==> src/rv_pkg.sv <==
package rv_pkg;

    // datapath widths
    localparam int XLEN     = 32;
    localparam int NUM_REGS = 32;   // architectural register count, x0 included

    typedef logic [XLEN-1:0] data_t;    // register or result value
    typedef logic [XLEN-1:0] instr_t;   // one instruction word
    typedef logic [4:0]      reg_idx_t; // register number
    typedef logic [4:0]      shamt_t;   // shift amount, low 5 bits only on rv32

    // major opcodes, instr[6:0]
    localparam logic [6:0] OPC_OP_IMM = 7'b0010011;
    localparam logic [6:0] OPC_OP     = 7'b0110011;
    localparam logic [6:0] OPC_LUI    = 7'b0110111;

    // funct7 codes
    localparam logic [6:0] FUNCT7_MULDIV = 7'b0000001; // M extension group
    localparam logic [6:0] FUNCT7_ALT    = 7'b0100000; // sub and sra

    // immediate forms share the register encodings, use_imm picks the operand
    typedef enum logic [4:0] {
        OP_ADD,
        OP_SUB,
        OP_SLL,
        OP_SLT,
        OP_SLTU,
        OP_XOR,
        OP_SRL,
        OP_SRA,
        OP_OR,
        OP_AND,
        OP_LUI,
        OP_MUL,
        OP_MULH,
        OP_MULHSU,
        OP_MULHU,
        OP_ILLEGAL
    } alu_op_e;

    typedef struct packed {
        alu_op_e  op;
        reg_idx_t rs1;
        reg_idx_t rs2;
        reg_idx_t rd;
        data_t    imm;     // sign extended I-imm, shamt or U-imm
        logic     use_imm; // second operand is imm instead of rs2
    } decoded_t;

    typedef struct packed {
        reg_idx_t rd;
        data_t    value;
        logic     we;      // low for illegal encodings
    } result_t;

endpackage

==> src/rv_decode.sv <==
`timescale 1ns/1ps

module rv_decode (
    input  logic             clk,
    input  logic             rst,
    input  rv_pkg::instr_t   instr,
    input  logic             req,
    input  logic             busy,      // result pending on the handshake
    output rv_pkg::decoded_t dec,
    output logic             dec_valid
);

    rv_pkg::instr_t   instr_q;    // captured instruction
    logic             cap_valid;  // instr_q loaded last cycle
    logic             taken;      // current request already accepted
    logic             accept;
    logic [6:0]       opcode;
    logic [2:0]       funct3;
    logic [6:0]       funct7;
    rv_pkg::shamt_t   shamt;
    rv_pkg::decoded_t dec_d;

    assign accept = req && !busy && !taken; // one accept per req pulse

    assign opcode = instr_q[6:0];
    assign funct3 = instr_q[14:12];
    assign funct7 = instr_q[31:25];
    assign shamt  = instr_q[24:20];

    always_ff @(posedge clk) begin
        if (rst) begin
            taken     <= 1'b0;
            cap_valid <= 1'b0;
            dec_valid <= 1'b0;
        end else begin
            cap_valid <= accept;
            dec_valid <= cap_valid; // one cycle after capture
            if (accept) begin
                taken <= 1'b1;
            end else if (!req) begin
                taken <= 1'b0;      // host finished this request
            end
        end
    end

    always_ff @(posedge clk) begin
        if (accept) instr_q <= instr;
        if (cap_valid) dec <= dec_d;
    end

    always_comb begin
        dec_d.op      = rv_pkg::OP_ILLEGAL; // anything unmatched stays illegal
        dec_d.rs1     = instr_q[19:15];
        dec_d.rs2     = instr_q[24:20];
        dec_d.rd      = instr_q[11:7];
        dec_d.imm     = {{(rv_pkg::XLEN-12){instr_q[31]}}, instr_q[31:20]};
        dec_d.use_imm = 1'b0;
        case (opcode)
            rv_pkg::OPC_OP_IMM: begin
                dec_d.use_imm = 1'b1;
                case (funct3)
                    3'b000: dec_d.op = rv_pkg::OP_ADD;
                    3'b010: dec_d.op = rv_pkg::OP_SLT;
                    3'b011: dec_d.op = rv_pkg::OP_SLTU; // unsigned compare, imm still sign extended
                    3'b100: dec_d.op = rv_pkg::OP_XOR;
                    3'b110: dec_d.op = rv_pkg::OP_OR;
                    3'b111: dec_d.op = rv_pkg::OP_AND;
                    3'b001: begin
                        dec_d.imm = {{(rv_pkg::XLEN-5){1'b0}}, shamt};
                        if (funct7 == 7'b0) dec_d.op = rv_pkg::OP_SLL;
                    end
                    default: begin // 3'b101, srli or srai by funct7
                        dec_d.imm = {{(rv_pkg::XLEN-5){1'b0}}, shamt};
                        if (funct7 == 7'b0) dec_d.op = rv_pkg::OP_SRL;
                        else if (funct7 == rv_pkg::FUNCT7_ALT) dec_d.op = rv_pkg::OP_SRA;
                    end
                endcase
            end
            rv_pkg::OPC_OP: begin
                if (funct7 == 7'b0) begin
                    case (funct3)
                        3'b000:  dec_d.op = rv_pkg::OP_ADD;
                        3'b001:  dec_d.op = rv_pkg::OP_SLL;
                        3'b010:  dec_d.op = rv_pkg::OP_SLT;
                        3'b011:  dec_d.op = rv_pkg::OP_SLTU;
                        3'b100:  dec_d.op = rv_pkg::OP_XOR;
                        3'b101:  dec_d.op = rv_pkg::OP_SRL;
                        3'b110:  dec_d.op = rv_pkg::OP_OR;
                        default: dec_d.op = rv_pkg::OP_AND;
                    endcase
                end else if (funct7 == rv_pkg::FUNCT7_ALT) begin
                    if (funct3 == 3'b000) dec_d.op = rv_pkg::OP_SUB;
                    else if (funct3 == 3'b101) dec_d.op = rv_pkg::OP_SRA;
                end else if (funct7 == rv_pkg::FUNCT7_MULDIV) begin
                    case (funct3)
                        3'b000:  dec_d.op = rv_pkg::OP_MUL;
                        3'b001:  dec_d.op = rv_pkg::OP_MULH;
                        3'b010:  dec_d.op = rv_pkg::OP_MULHSU;
                        3'b011:  dec_d.op = rv_pkg::OP_MULHU;
                        default: dec_d.op = rv_pkg::OP_ILLEGAL; // div group not supported
                    endcase
                end
            end
            rv_pkg::OPC_LUI: begin
                dec_d.op      = rv_pkg::OP_LUI;
                dec_d.rs1     = '0;
                dec_d.imm     = {instr_q[31:12], 12'b0}; // upper 20 bits, low 12 cleared
                dec_d.use_imm = 1'b1;
            end
            default: ;
        endcase
    end

endmodule

==> config.mk <==
export PLATFORM = sky130hd
export DESIGN_NAME = rv_decode
export DESIGN_NICKNAME = d
export VERILOG_FILES = /design/src/rv_pkg.sv /design/src/rv_decode.sv
export SDC_FILE = /design/constraint.sdc
export NUM_CORES = 1
export LEC_CHECK = 0
export ABC_CLOCK_PERIOD_IN_PS = 4400
export BUFFER_PORTS_ARGS = -buffer_cell sky130_fd_sc_hd__buf_4
export CAP_MARGIN = 20
export CORE_MARGIN = 5
export CORE_UTILIZATION = 40
export DETAILED_ROUTE_END_ITERATION = 10
export MAX_ROUTING_LAYER = met4
export PLACE_DENSITY = 0.68
export SYNTH_ARGS = -nofsm -noshare
export SYNTH_HDL_FRONTEND = slang
export SYNTH_SLANG_ARGS = --single-unit
==> constraint.sdc <==
create_clock -name clk -period 4.4 [get_ports clk]
set_input_delay 0.22 -clock clk [delete_from_list [all_inputs] [get_ports clk]]
set_output_delay 0.22 -clock clk [all_outputs]
set_load 0.005 [all_outputs]
==> flow_summary.toml <==
[outcome]
outcome = "completed"

[clock_tree]
cts-root-buf = "clkbuf_8"
post_cts_resized = 0
cts.sinks = 87
htree_levels = 3
worstSkewPairLatency_ns = 0.34
holdBufCountCts = 0
cts_tree = "built"
cts_buffer_depth = 2
numCtsBuffers = 9
cts.clk_slew.worst_paths_ns = 0.08
cts_setup_buffers = 0

[routing]
drc = 0
drt_wl_total_um = 6150
dr.pass1.iters = 4
dr_total_vias = 1915
wl_per_cell_um = 15.5
ant_nets = 0
drt_iter0_markers = 216
routed_via_density = 4.81

[pwr]
leakage_nw = 1.68
peakVddDrop_mv = 0.236
power_density_nw_per_um2 = 392

[timing]
timing.fmax_mhz = 457
worst_slew_pin_slew_ns = 0.783
final-setup-viol-count = 0
relSlewSlack = 0.478
hold_viol_final = 0
fin_crit_sh = 0.498
rsz0062_at_grt = "no"
slew_viol_final = 0
setup_tns_ns = 0
clock-skew-final_ns = 0.00964
period_needed_ns = 2.19

[yosys]
synth.avg_cell_area_sq_um = 16.7
ys_async_sr_fraction = 0
synth_nets = 234
dominantRegCellSynth = "edfxtp_1"
ys_seq_elements = 87
ys_types = 41
synth.top_cell.area_share = 0.764
yosys.area.top_type = "edfxtp_1"
ys_seq_area_frac = 0.782
synth_cells = 198
yosysWarnings = 0
synth_edf_count = 84
yosysMostFrequentCell = "edfxtp_1"
syn-cell-area_sq_um = 3300
synthTopCellsByCount = "edfxtp_1, a21o_1, nor2b_1"
ys_top_cells_by_area = "edfxtp_1, a21o_1, nor2b_1"

[global_routing]
grt_max_degree = 30
grtUsageMet2 = 0.184
grt_pass1_wl_um = 9580
grt_remaining_overflow = 0
met1_usage = 0.172
grt.met3_usage = 0.0429
grt_pass1_vias = 1905
top_usage_layer = "met2"
grt_usage = 0.129
antenna_found_initial = 0

[final_layout]
area_delta_synth_final_pct = 31.0
utilization = 0.532
nNetsFinal = 324
drive_gt1_frac = 0.403
fillers = 693
antenna_cells = 0

[die]
num_rows = 33
pin_count = 90
initial_core_util = 0.406
die_area_sq_um = 10200
core_area_sq_um = 8130
die_h_um = 101
die_w_um = 101

[hold_path]
hold_depth = 2
min_path_type = "in2reg"
min_from = "rst"
holdPathEnd = "cap_valid"

[setup_path]
r2r_end = "dec[12]"
path_max_fanout = 20
criticalPathCategory = "reg2reg"
end_kind = "flip-flop"
rrSetupSlack_ns = 2.21
cp.required_ns = 4.43
crit_path_start_kind = "flip-flop"
regToRegStartpoint = "instr_q[12]"
rr_worst_depth = 3
cp_slowest_cell = "and2_1"
path_delay_family = "simple AND/OR/NAND/NOR gates"
path_depth = 3
worst-path-buf-inv = 0
worstPathCellList = "nor4b_2 -> o2111ai_1 -> and2_1"
crit_path_max_incr_delay_ns = 0.71
arrival_ns = 2.22

[placed_design]
portBuffers = 88
dp_hpwl_um = 4270
place_congestion = 0.805

[job]
drv_cap = 0
[worst max path at each step]
stage,to,start,slack (ns)
after detailed placement,dec[12],instr_q[12],2.19
after floorplan,instr_q[0],taken,1.21
after CTS,dec[12],instr_q[12],2.17
after global routing,dec[12],instr_q[13],1.99
after global placement,dec[28],instr_q[13],2.35
final,dec[12],instr_q[12],2.21
[per-layer routing]
| layer | vias up | wire length (um) |
|---|---|---|
| li1 | 930 | - |
| met1 | 907 | 2780 |
| met2 | 75 | 2850 |
| met3 | 3 | 494 |
| met4 | 0 | 20 |
| met5 | - | 0 |
[report_power, final]
group | internal, mW | switching (mW)
sequential | 0.938 | 0.0197
combinational | 0.0502 | 0.0347
clock | 0.381 | 0.270
total | 1.37 | 0.325
[flip-flops by register name (all words and copies together), names as in the netlist]
register   count
cap_valid      1
dec_valid      1
dec           52
taken          1
instr_q       32
[layout make-up]
type	instances	area [sq um]	area share
Tap cell	105	131	0.0304
Clock buffer	10	128	0.0295
Inverter	4	15.0	0.00347
Multi-Input combinational cell	94	651	0.150
Sequential cell	87	2580	0.597
Clock inverter	6	116	0.0269
Timing Repair Buffer	92	702	0.162
[through the flow]
stage	instances	area, sq um	setup slack [ns]	power [mW]	hold slack [ns]
global route	398	4330	1.99	1.76	0.0176
finish	398	4330	2.21	1.69	0.0424
detailed placement	380	4060	2.19	1.06	0.391
floorplan	198	3300	1.21	1.01	0.292
CTS	396	4300	2.17	1.72	0.0154
global placement	380	4060	2.35	1.06	0.390
[cell families (layout without fill, tap and decap cells)]
| group | count (synthesis) | in the layout | synth area share |
|---|---|---|---|
| XOR/XNOR | 1 | 1 | 0.00265 |
| AO/OA/AOI/OAI | 42 | 42 | 0.0932 |
| AND/OR/NAND/NOR | 50 | 50 | 0.0978 |
| other | 1 | 1 | 0.00114 |
| flip-flops | 87 | 87 | 0.782 |
| buffers and inverters | 17 | 112 | 0.0231 |
[cells in the final DEF (no fill, tap or decap), types with 4 or more instances in the layout]
cell type / instances
clkbuf_8: 9
a21o_1: 18
buf_4: 90
inv_1: 4
o21ai_0: 6
edfxtp_1: 84
and2_1: 7
nor2b_1: 16
Power figures use the tool's default switching activity.
