**src/rv_pkg.sv**
```systemverilog
package rv_pkg;

    // datapath widths
    localparam int XLEN     = 32;
    localparam int NUM_REGS = 32;   // architectural register count, x0 included

    typedef logic [XLEN-1:0] data_t;    // register or result value
    typedef logic [XLEN-1:0] instr_t;   // one instruction word
    typedef logic [4:0]      reg_idx_t; // register number
    typedef logic [4:0]      shamt_t;   // shift amount, low 5 bits only on rv32

    // major opcodes, instr[6:0]
    localparam logic [6:0] OPC_OP_IMM = 7'b0010011;
    localparam logic [6:0] OPC_OP     = 7'b0110011;
    localparam logic [6:0] OPC_LUI    = 7'b0110111;

    // funct7 codes
    localparam logic [6:0] FUNCT7_MULDIV = 7'b0000001; // M extension group
    localparam logic [6:0] FUNCT7_ALT    = 7'b0100000; // sub and sra

    // immediate forms share the register encodings, use_imm picks the operand
    typedef enum logic [4:0] {
        OP_ADD,
        OP_SUB,
        OP_SLL,
        OP_SLT,
        OP_SLTU,
        OP_XOR,
        OP_SRL,
        OP_SRA,
        OP_OR,
        OP_AND,
        OP_LUI,
        OP_MUL,
        OP_MULH,
        OP_MULHSU,
        OP_MULHU,
        OP_ILLEGAL
    } alu_op_e;

    typedef struct packed {
        alu_op_e  op;
        reg_idx_t rs1;
        reg_idx_t rs2;
        reg_idx_t rd;
        data_t    imm;     // sign extended I-imm, shamt or U-imm
        logic     use_imm; // second operand is imm instead of rs2
    } decoded_t;

    typedef struct packed {
        reg_idx_t rd;
        data_t    value;
        logic     we;      // low for illegal encodings
    } result_t;

endpackage

```
**src/rv_multiply.sv**
```systemverilog
`timescale 1ns/1ps

module rv_multiply #(
    parameter int MUL_STAGES = 2  // at least 1
) (
    input  logic          clk,
    input  logic          rst,
    input  logic          start,
    input  rv_pkg::data_t a,
    input  rv_pkg::data_t b,
    input  logic          a_signed,
    input  logic          b_signed,
    input  logic          high,     // return bits 63:32
    output logic          done,
    output rv_pkg::data_t product
);

    logic signed [rv_pkg::XLEN:0]     a_ext;  // one extra bit carries the sign
    logic signed [rv_pkg::XLEN:0]     b_ext;
    logic signed [2*rv_pkg::XLEN+1:0] full;
    logic [2*rv_pkg::XLEN-1:0]        prod_q [MUL_STAGES];
    logic [MUL_STAGES-1:0]            vld_q;
    logic [MUL_STAGES-1:0]            high_q;

    assign a_ext = {a_signed & a[rv_pkg::XLEN-1], a};
    assign b_ext = {b_signed & b[rv_pkg::XLEN-1], b};
    assign full  = a_ext * b_ext;

    always_ff @(posedge clk) begin
        prod_q[0] <= full[2*rv_pkg::XLEN-1:0];
        high_q[0] <= high;
        for (int i = 1; i < MUL_STAGES; i++) begin
            prod_q[i] <= prod_q[i-1];
            high_q[i] <= high_q[i-1];
        end
    end

    always_ff @(posedge clk) begin
        if (rst) begin
            vld_q <= '0;
        end else begin
            vld_q[0] <= start;
            for (int i = 1; i < MUL_STAGES; i++) vld_q[i] <= vld_q[i-1];
        end
    end

    assign done    = vld_q[MUL_STAGES-1];
    assign product = high_q[MUL_STAGES-1] ? prod_q[MUL_STAGES-1][2*rv_pkg::XLEN-1:rv_pkg::XLEN]
                                          : prod_q[MUL_STAGES-1][rv_pkg::XLEN-1:0];

endmodule

```
**src/rv_alu.sv**
```systemverilog
`timescale 1ns/1ps

module rv_alu #(
    parameter int MUL_STAGES = 2
) (
    input  logic             clk,
    input  logic             rst,
    input  rv_pkg::decoded_t dec,
    input  logic             dec_valid,
    output rv_pkg::reg_idx_t rs1,
    output rv_pkg::reg_idx_t rs2,
    input  rv_pkg::data_t    rdata1,
    input  rv_pkg::data_t    rdata2,
    output rv_pkg::result_t  wb,
    output logic             wb_valid
);

    rv_pkg::data_t    opb;        // rs2 or immediate
    rv_pkg::shamt_t   sh;
    rv_pkg::data_t    alu_value;
    logic             is_mul;
    logic             mul_start;
    logic             mul_done;
    rv_pkg::data_t    mul_value;
    rv_pkg::reg_idx_t rd_pipe [MUL_STAGES]; // rd travelling beside the multiplier

    assign rs1 = dec.rs1;
    assign rs2 = dec.rs2;

    assign opb = dec.use_imm ? dec.imm : rdata2;
    assign sh  = opb[4:0];  // shifts only look at the low 5 bits

    assign is_mul    = dec.op inside {rv_pkg::OP_MUL, rv_pkg::OP_MULH,
                                      rv_pkg::OP_MULHSU, rv_pkg::OP_MULHU};
    assign mul_start = dec_valid && is_mul;

    always_comb begin
        case (dec.op)
            rv_pkg::OP_ADD:  alu_value = rdata1 + opb;
            rv_pkg::OP_SUB:  alu_value = rdata1 - opb;
            rv_pkg::OP_SLL:  alu_value = rdata1 << sh;
            rv_pkg::OP_SLT:  alu_value = {{(rv_pkg::XLEN-1){1'b0}}, $signed(rdata1) < $signed(opb)};
            rv_pkg::OP_SLTU: alu_value = {{(rv_pkg::XLEN-1){1'b0}}, rdata1 < opb};
            rv_pkg::OP_XOR:  alu_value = rdata1 ^ opb;
            rv_pkg::OP_SRL:  alu_value = rdata1 >> sh;
            rv_pkg::OP_SRA:  alu_value = rv_pkg::data_t'($signed(rdata1) >>> sh);
            rv_pkg::OP_OR:   alu_value = rdata1 | opb;
            rv_pkg::OP_AND:  alu_value = rdata1 & opb;
            rv_pkg::OP_LUI:  alu_value = dec.imm;  // already shifted by decode
            default:         alu_value = '0;       // multiplies and illegal
        endcase
    end

    rv_multiply #(
        .MUL_STAGES(MUL_STAGES)
    ) i_multiply (
        .clk      (clk),
        .rst      (rst),
        .start    (mul_start),
        .a        (rdata1),
        .b        (rdata2),
        .a_signed (dec.op == rv_pkg::OP_MULH || dec.op == rv_pkg::OP_MULHSU),
        .b_signed (dec.op == rv_pkg::OP_MULH),
        .high     (dec.op != rv_pkg::OP_MUL), // mul takes the low word
        .done     (mul_done),
        .product  (mul_value)
    );

    always_ff @(posedge clk) begin
        rd_pipe[0] <= dec.rd;
        for (int i = 1; i < MUL_STAGES; i++) begin
            rd_pipe[i] <= rd_pipe[i-1];
        end
        if (mul_done) begin
            wb.rd    <= rd_pipe[MUL_STAGES-1];
            wb.value <= mul_value;
            wb.we    <= 1'b1;
        end else if (dec_valid) begin
            wb.rd    <= dec.rd;
            wb.value <= alu_value;
            wb.we    <= dec.op != rv_pkg::OP_ILLEGAL; // illegal still retires
        end
    end

    always_ff @(posedge clk) begin
        if (rst) wb_valid <= 1'b0;
        else     wb_valid <= (dec_valid && !is_mul) || mul_done;
    end

endmodule

```
**config.mk**
```make
export PLATFORM = sky130hd
export DESIGN_NAME = rv_alu
export DESIGN_NICKNAME = d
export VERILOG_FILES = /design/src/rv_pkg.sv /design/src/rv_multiply.sv /design/src/rv_alu.sv
export SDC_FILE = /design/constraint.sdc
export NUM_CORES = 2
export LEC_CHECK = 0
export BUFFER_PORTS_ARGS = -buffer_cell sky130_fd_sc_hd__buf_2
export CAP_MARGIN = 25
export CORE_ASPECT_RATIO = 0.75
export CORE_MARGIN = 2
export CORE_UTILIZATION = 66
export CTS_BUF_LIST = sky130_fd_sc_hd__clkbuf_16
export CTS_CLUSTER_SIZE = 16
export DETAILED_ROUTE_END_ITERATION = 16
export PLACE_DENSITY_LB_ADDON = 0.08
export SETUP_SLACK_MARGIN = 0.5
export SLEW_MARGIN = 10
export SYNTH_ARGS = -nofsm -noshare
export SYNTH_HDL_FRONTEND = slang
export SYNTH_SLANG_ARGS = --single-unit
```
**constraint.sdc**
```tcl
create_clock -name clk -period 13.5 [get_ports clk]
set_clock_uncertainty 0.1 [all_clocks]
set_input_delay 1.35 -clock clk [delete_from_list [all_inputs] [get_ports clk]]
set_output_delay 1.35 -clock clk [all_outputs]
set_load 0.005 [all_outputs]
```
==> flow_summary_export.csv <==
group,metric,value,unit
status,status,"finished clean",
drt,drt_iter0_markers,4453,
sta,finalCritPeriodShare,72.42,%
synthesis,yosysTopAreaCellShare,43.38,%
setup_path,cp.required,13790,ps
synthesis,syn-instance-count,5954,
sta,relSlewSlack,25.06,%
die,die_area,81090,sq um
cts,cts_setup_buffers,0,
layout,area_delta_synth_final,3.438,%
cts,clock_tree.buffer_depth,2,
synthesis,syn_area,52010,sq um
setup_path,crit_family,"adder cells",
grt,antenna_found_initial,2,
cts,cts_htree_levels,4,
sta,finalCriticalPeriod,9776,ps
setup_path,path_class,"in -> reg",
synthesis,ys_seq_area_share,7.679,%
synthesis,synth_nets,7511,
synthesis,synth_area_leaders,"fa_1 43%, inv_1 9.2%, ha_1 7.5%, nand2_1 6.6%, dfxtp_1 5.5%",
drt,wirelength,165700,um
grt,grt_max_degree,77,
synthesis,synth-seq-cells,181,
die,io_pins,169,
cts,clk_pin_slew_worst_paths,70,ps
sta,setup_viol,0,
cts,clockRootBuffer,"clkbuf_16",
setup_path,cp-end-kind,"register",
sta,rsz0062_at_grt,"false",
layout,layout_commonest_cell,"inv_1",
synthesis,yosys_warnings,0,
drt,first_pass_iters,9,
hold_path,hp-class,"reg -> reg",
cts,cts_made_buffers,17,
die,die_x,328.1,um
sta,slew_violations,0,
die,die_h,247.1,um
drt,dr_total_vias,41618,
setup_path,worst-path-max-fanout,72,
layout,layout-drive-gt1-share,5.885,%
setup_path,slowest_delay,660,ps
synthesis,yosys.area.top_type,"fa_1",
place,gp_congestion,1.063,
synthesis,synth_edf_count,37,
setup_path,critPathLaunchType,"input port",
setup_path,cp_data_arrival_time,10070,ps
layout,utilization,68.62,%
grt,grt_pass1_vias,42520,
cts,cts_tree,"yes",
synthesis,avgSynthCellArea,8.735,sq um
grt,grt_usage,42.19,%
drt,wire_per_inst,24.09,um
die,start_util,66.34,%
run,cap_violations,0,
cts,hold_buffers,0,
cts,post_cts_resized,0,
die,core,78400,sq um
grt,grt-ovfl-total,0,
cts,cts_num_sinks,181,
setup_path,worst_path_most_repeated_cell,"fa_1",
sta,hold_violations,0,
sta,max_freq,0.1023,GHz
drt,drc,0,
synthesis,synth-main-ff-cell,"dfxtp_1",
sta,tns,0,ps
place,hpwl,129000,um
cts,clkLatencyLatePin,470,ps
die,num_rows,89,
sta,worst_pin_slew,1124,ps
place,portBuffers,148,
drt,viasPerCell,6.053,
layout,final_cell_mix,"1273 x inv_1, 1127 x fa_1, 916 x nand2_1, 342 x and2_1, 310 x ha_1",
synthesis,synth.distinct_cells,82,
synthesis,async_flop_share,0,%
drt,ant_nets,0,
setup_path,critPathBufInv,8,
setup_path,critPathLaunch,"dec[48]",
layout,finish.net_count,7372,
setup_path,rr_startpoint,"i_multiply.high_q[1]$_DFF_P_",
hold_path,hp-start,"rd_pipe[0][4]$_DFF_P_",
grt,grt_pass1_wl,255900,um
setup_path,critPathSlowestCell,"buf_4",
-- cell usage after synthesis, types with 16 or more instances --
| library cell | instances |
|---|---|
| o21a_1 | 19 |
| a21oi_1 | 165 |
| fa_1 | 1127 |
| xor2_1 | 23 |
| ha_1 | 310 |
| nor2_1 | 218 |
| a22oi_1 | 21 |
| buf_1 | 24 |
| edfxtp_1 | 37 |
| and2_1 | 342 |
| a221oi_1 | 19 |
| clkbuf_1 | 328 |
| mux2_2 | 33 |
| nand2b_1 | 23 |
| xnor2_1 | 74 |
| nor2b_1 | 24 |
| nand3_1 | 41 |
| mux2i_1 | 117 |
| nor3_1 | 32 |
| mux4_2 | 22 |
| buf_2 | 25 |
| a31oi_1 | 35 |
| inv_1 | 1272 |
| dfxtp_1 | 144 |
| o21ai_1 | 16 |
| o21ai_0 | 160 |
| nand2_1 | 916 |
| o21bai_1 | 18 |
| o31ai_1 | 16 |
| o211ai_1 | 66 |
| a21o_1 | 47 |
| a211oi_1 | 28 |
-- final cells by class --
type | instances | area, sq um
Clock buffer | 17 | 425.4
Tap cell | 1046 | 1309
Fill cell | 6464 | 24600
Antenna cell | 2 | 5.005
Multi-Input combinational cell | 4105 | 41720
Clock inverter | 15 | 162.7
Timing Repair Buffer | 233 | 1386
Sequential cell | 181 | 3994
Inverter | 1277 | 4796
-- state kept, by name, summed over array words and instances, names as in the netlist --
| signal | count |
|---|---|
| i_multiply.vld_q | 2 |
| wb | 38 |
| rd_pipe | 10 |
| i_multiply.prod_q | 128 |
| wb_valid | 1 |
| i_multiply.high_q | 2 |
-- cell families (layout without fill, tap and decap cells) --
group,Yosys count,after routing,share of synthesized area [%]
mux,175,175,4.032
flops,181,181,7.679
buf+inv,1668,1542,12.22
xor+xnor,97,97,1.633
fa+ha+maj,1437,1437,50.84
other cells,0,2,0
simple gates,1674,1674,14.57
compound gates,722,722,9.029
-- path summary, 6_finish.rpt --
kind | end | slack (ps) | cells after the start
worst min-delay path | rd_pipe[0][9]$_DFF_P_ | 230 | 0
worst max register to register | wb[29]$_DFFE_PP_ | 10560 | 6
worst max-delay path | i_multiply.prod_q[0][54]$_DFF_P_ | 3720 | 29
worst min register to register | rd_pipe[0][9]$_DFF_P_ | 230 | 0
-- worst reg2reg max path: stages (launching register included) --
cell and delay (ps):
dfxtp_1 320, buf_4 450, mux2_2 480, a222oi_1 370, nand4_1 250, a2111oi_0 520, a2111oi_1 180
-- metrics by stage --
step	area (sq um)	worst slack, ps	hold WS [ps]	cells
6_report	53800	3724	227.4	6876
4_1_cts	53780	3836	228.6	6873
5_1_grt	53790	3351	231.3	6874
3_5_place_dp	53190	3345	212.1	6841
3_3_place_gp	53190	3548	210.0	6841
2_1_floorplan	52010	4218	209.6	5954
-- routing by layer --
layer  up-vias  share of wire, %  track usage, %
met5         -            0.0085               0
met4         2               3.3           12.95
met3       323                14           13.81
met2      2527                42           60.74
met1     20962                41           60.78
li1      17804                 -               -
Power is left out: the tool's default activity adds up to more than one toggle a clock period on the data nets, which glitch-free logic cannot reach.
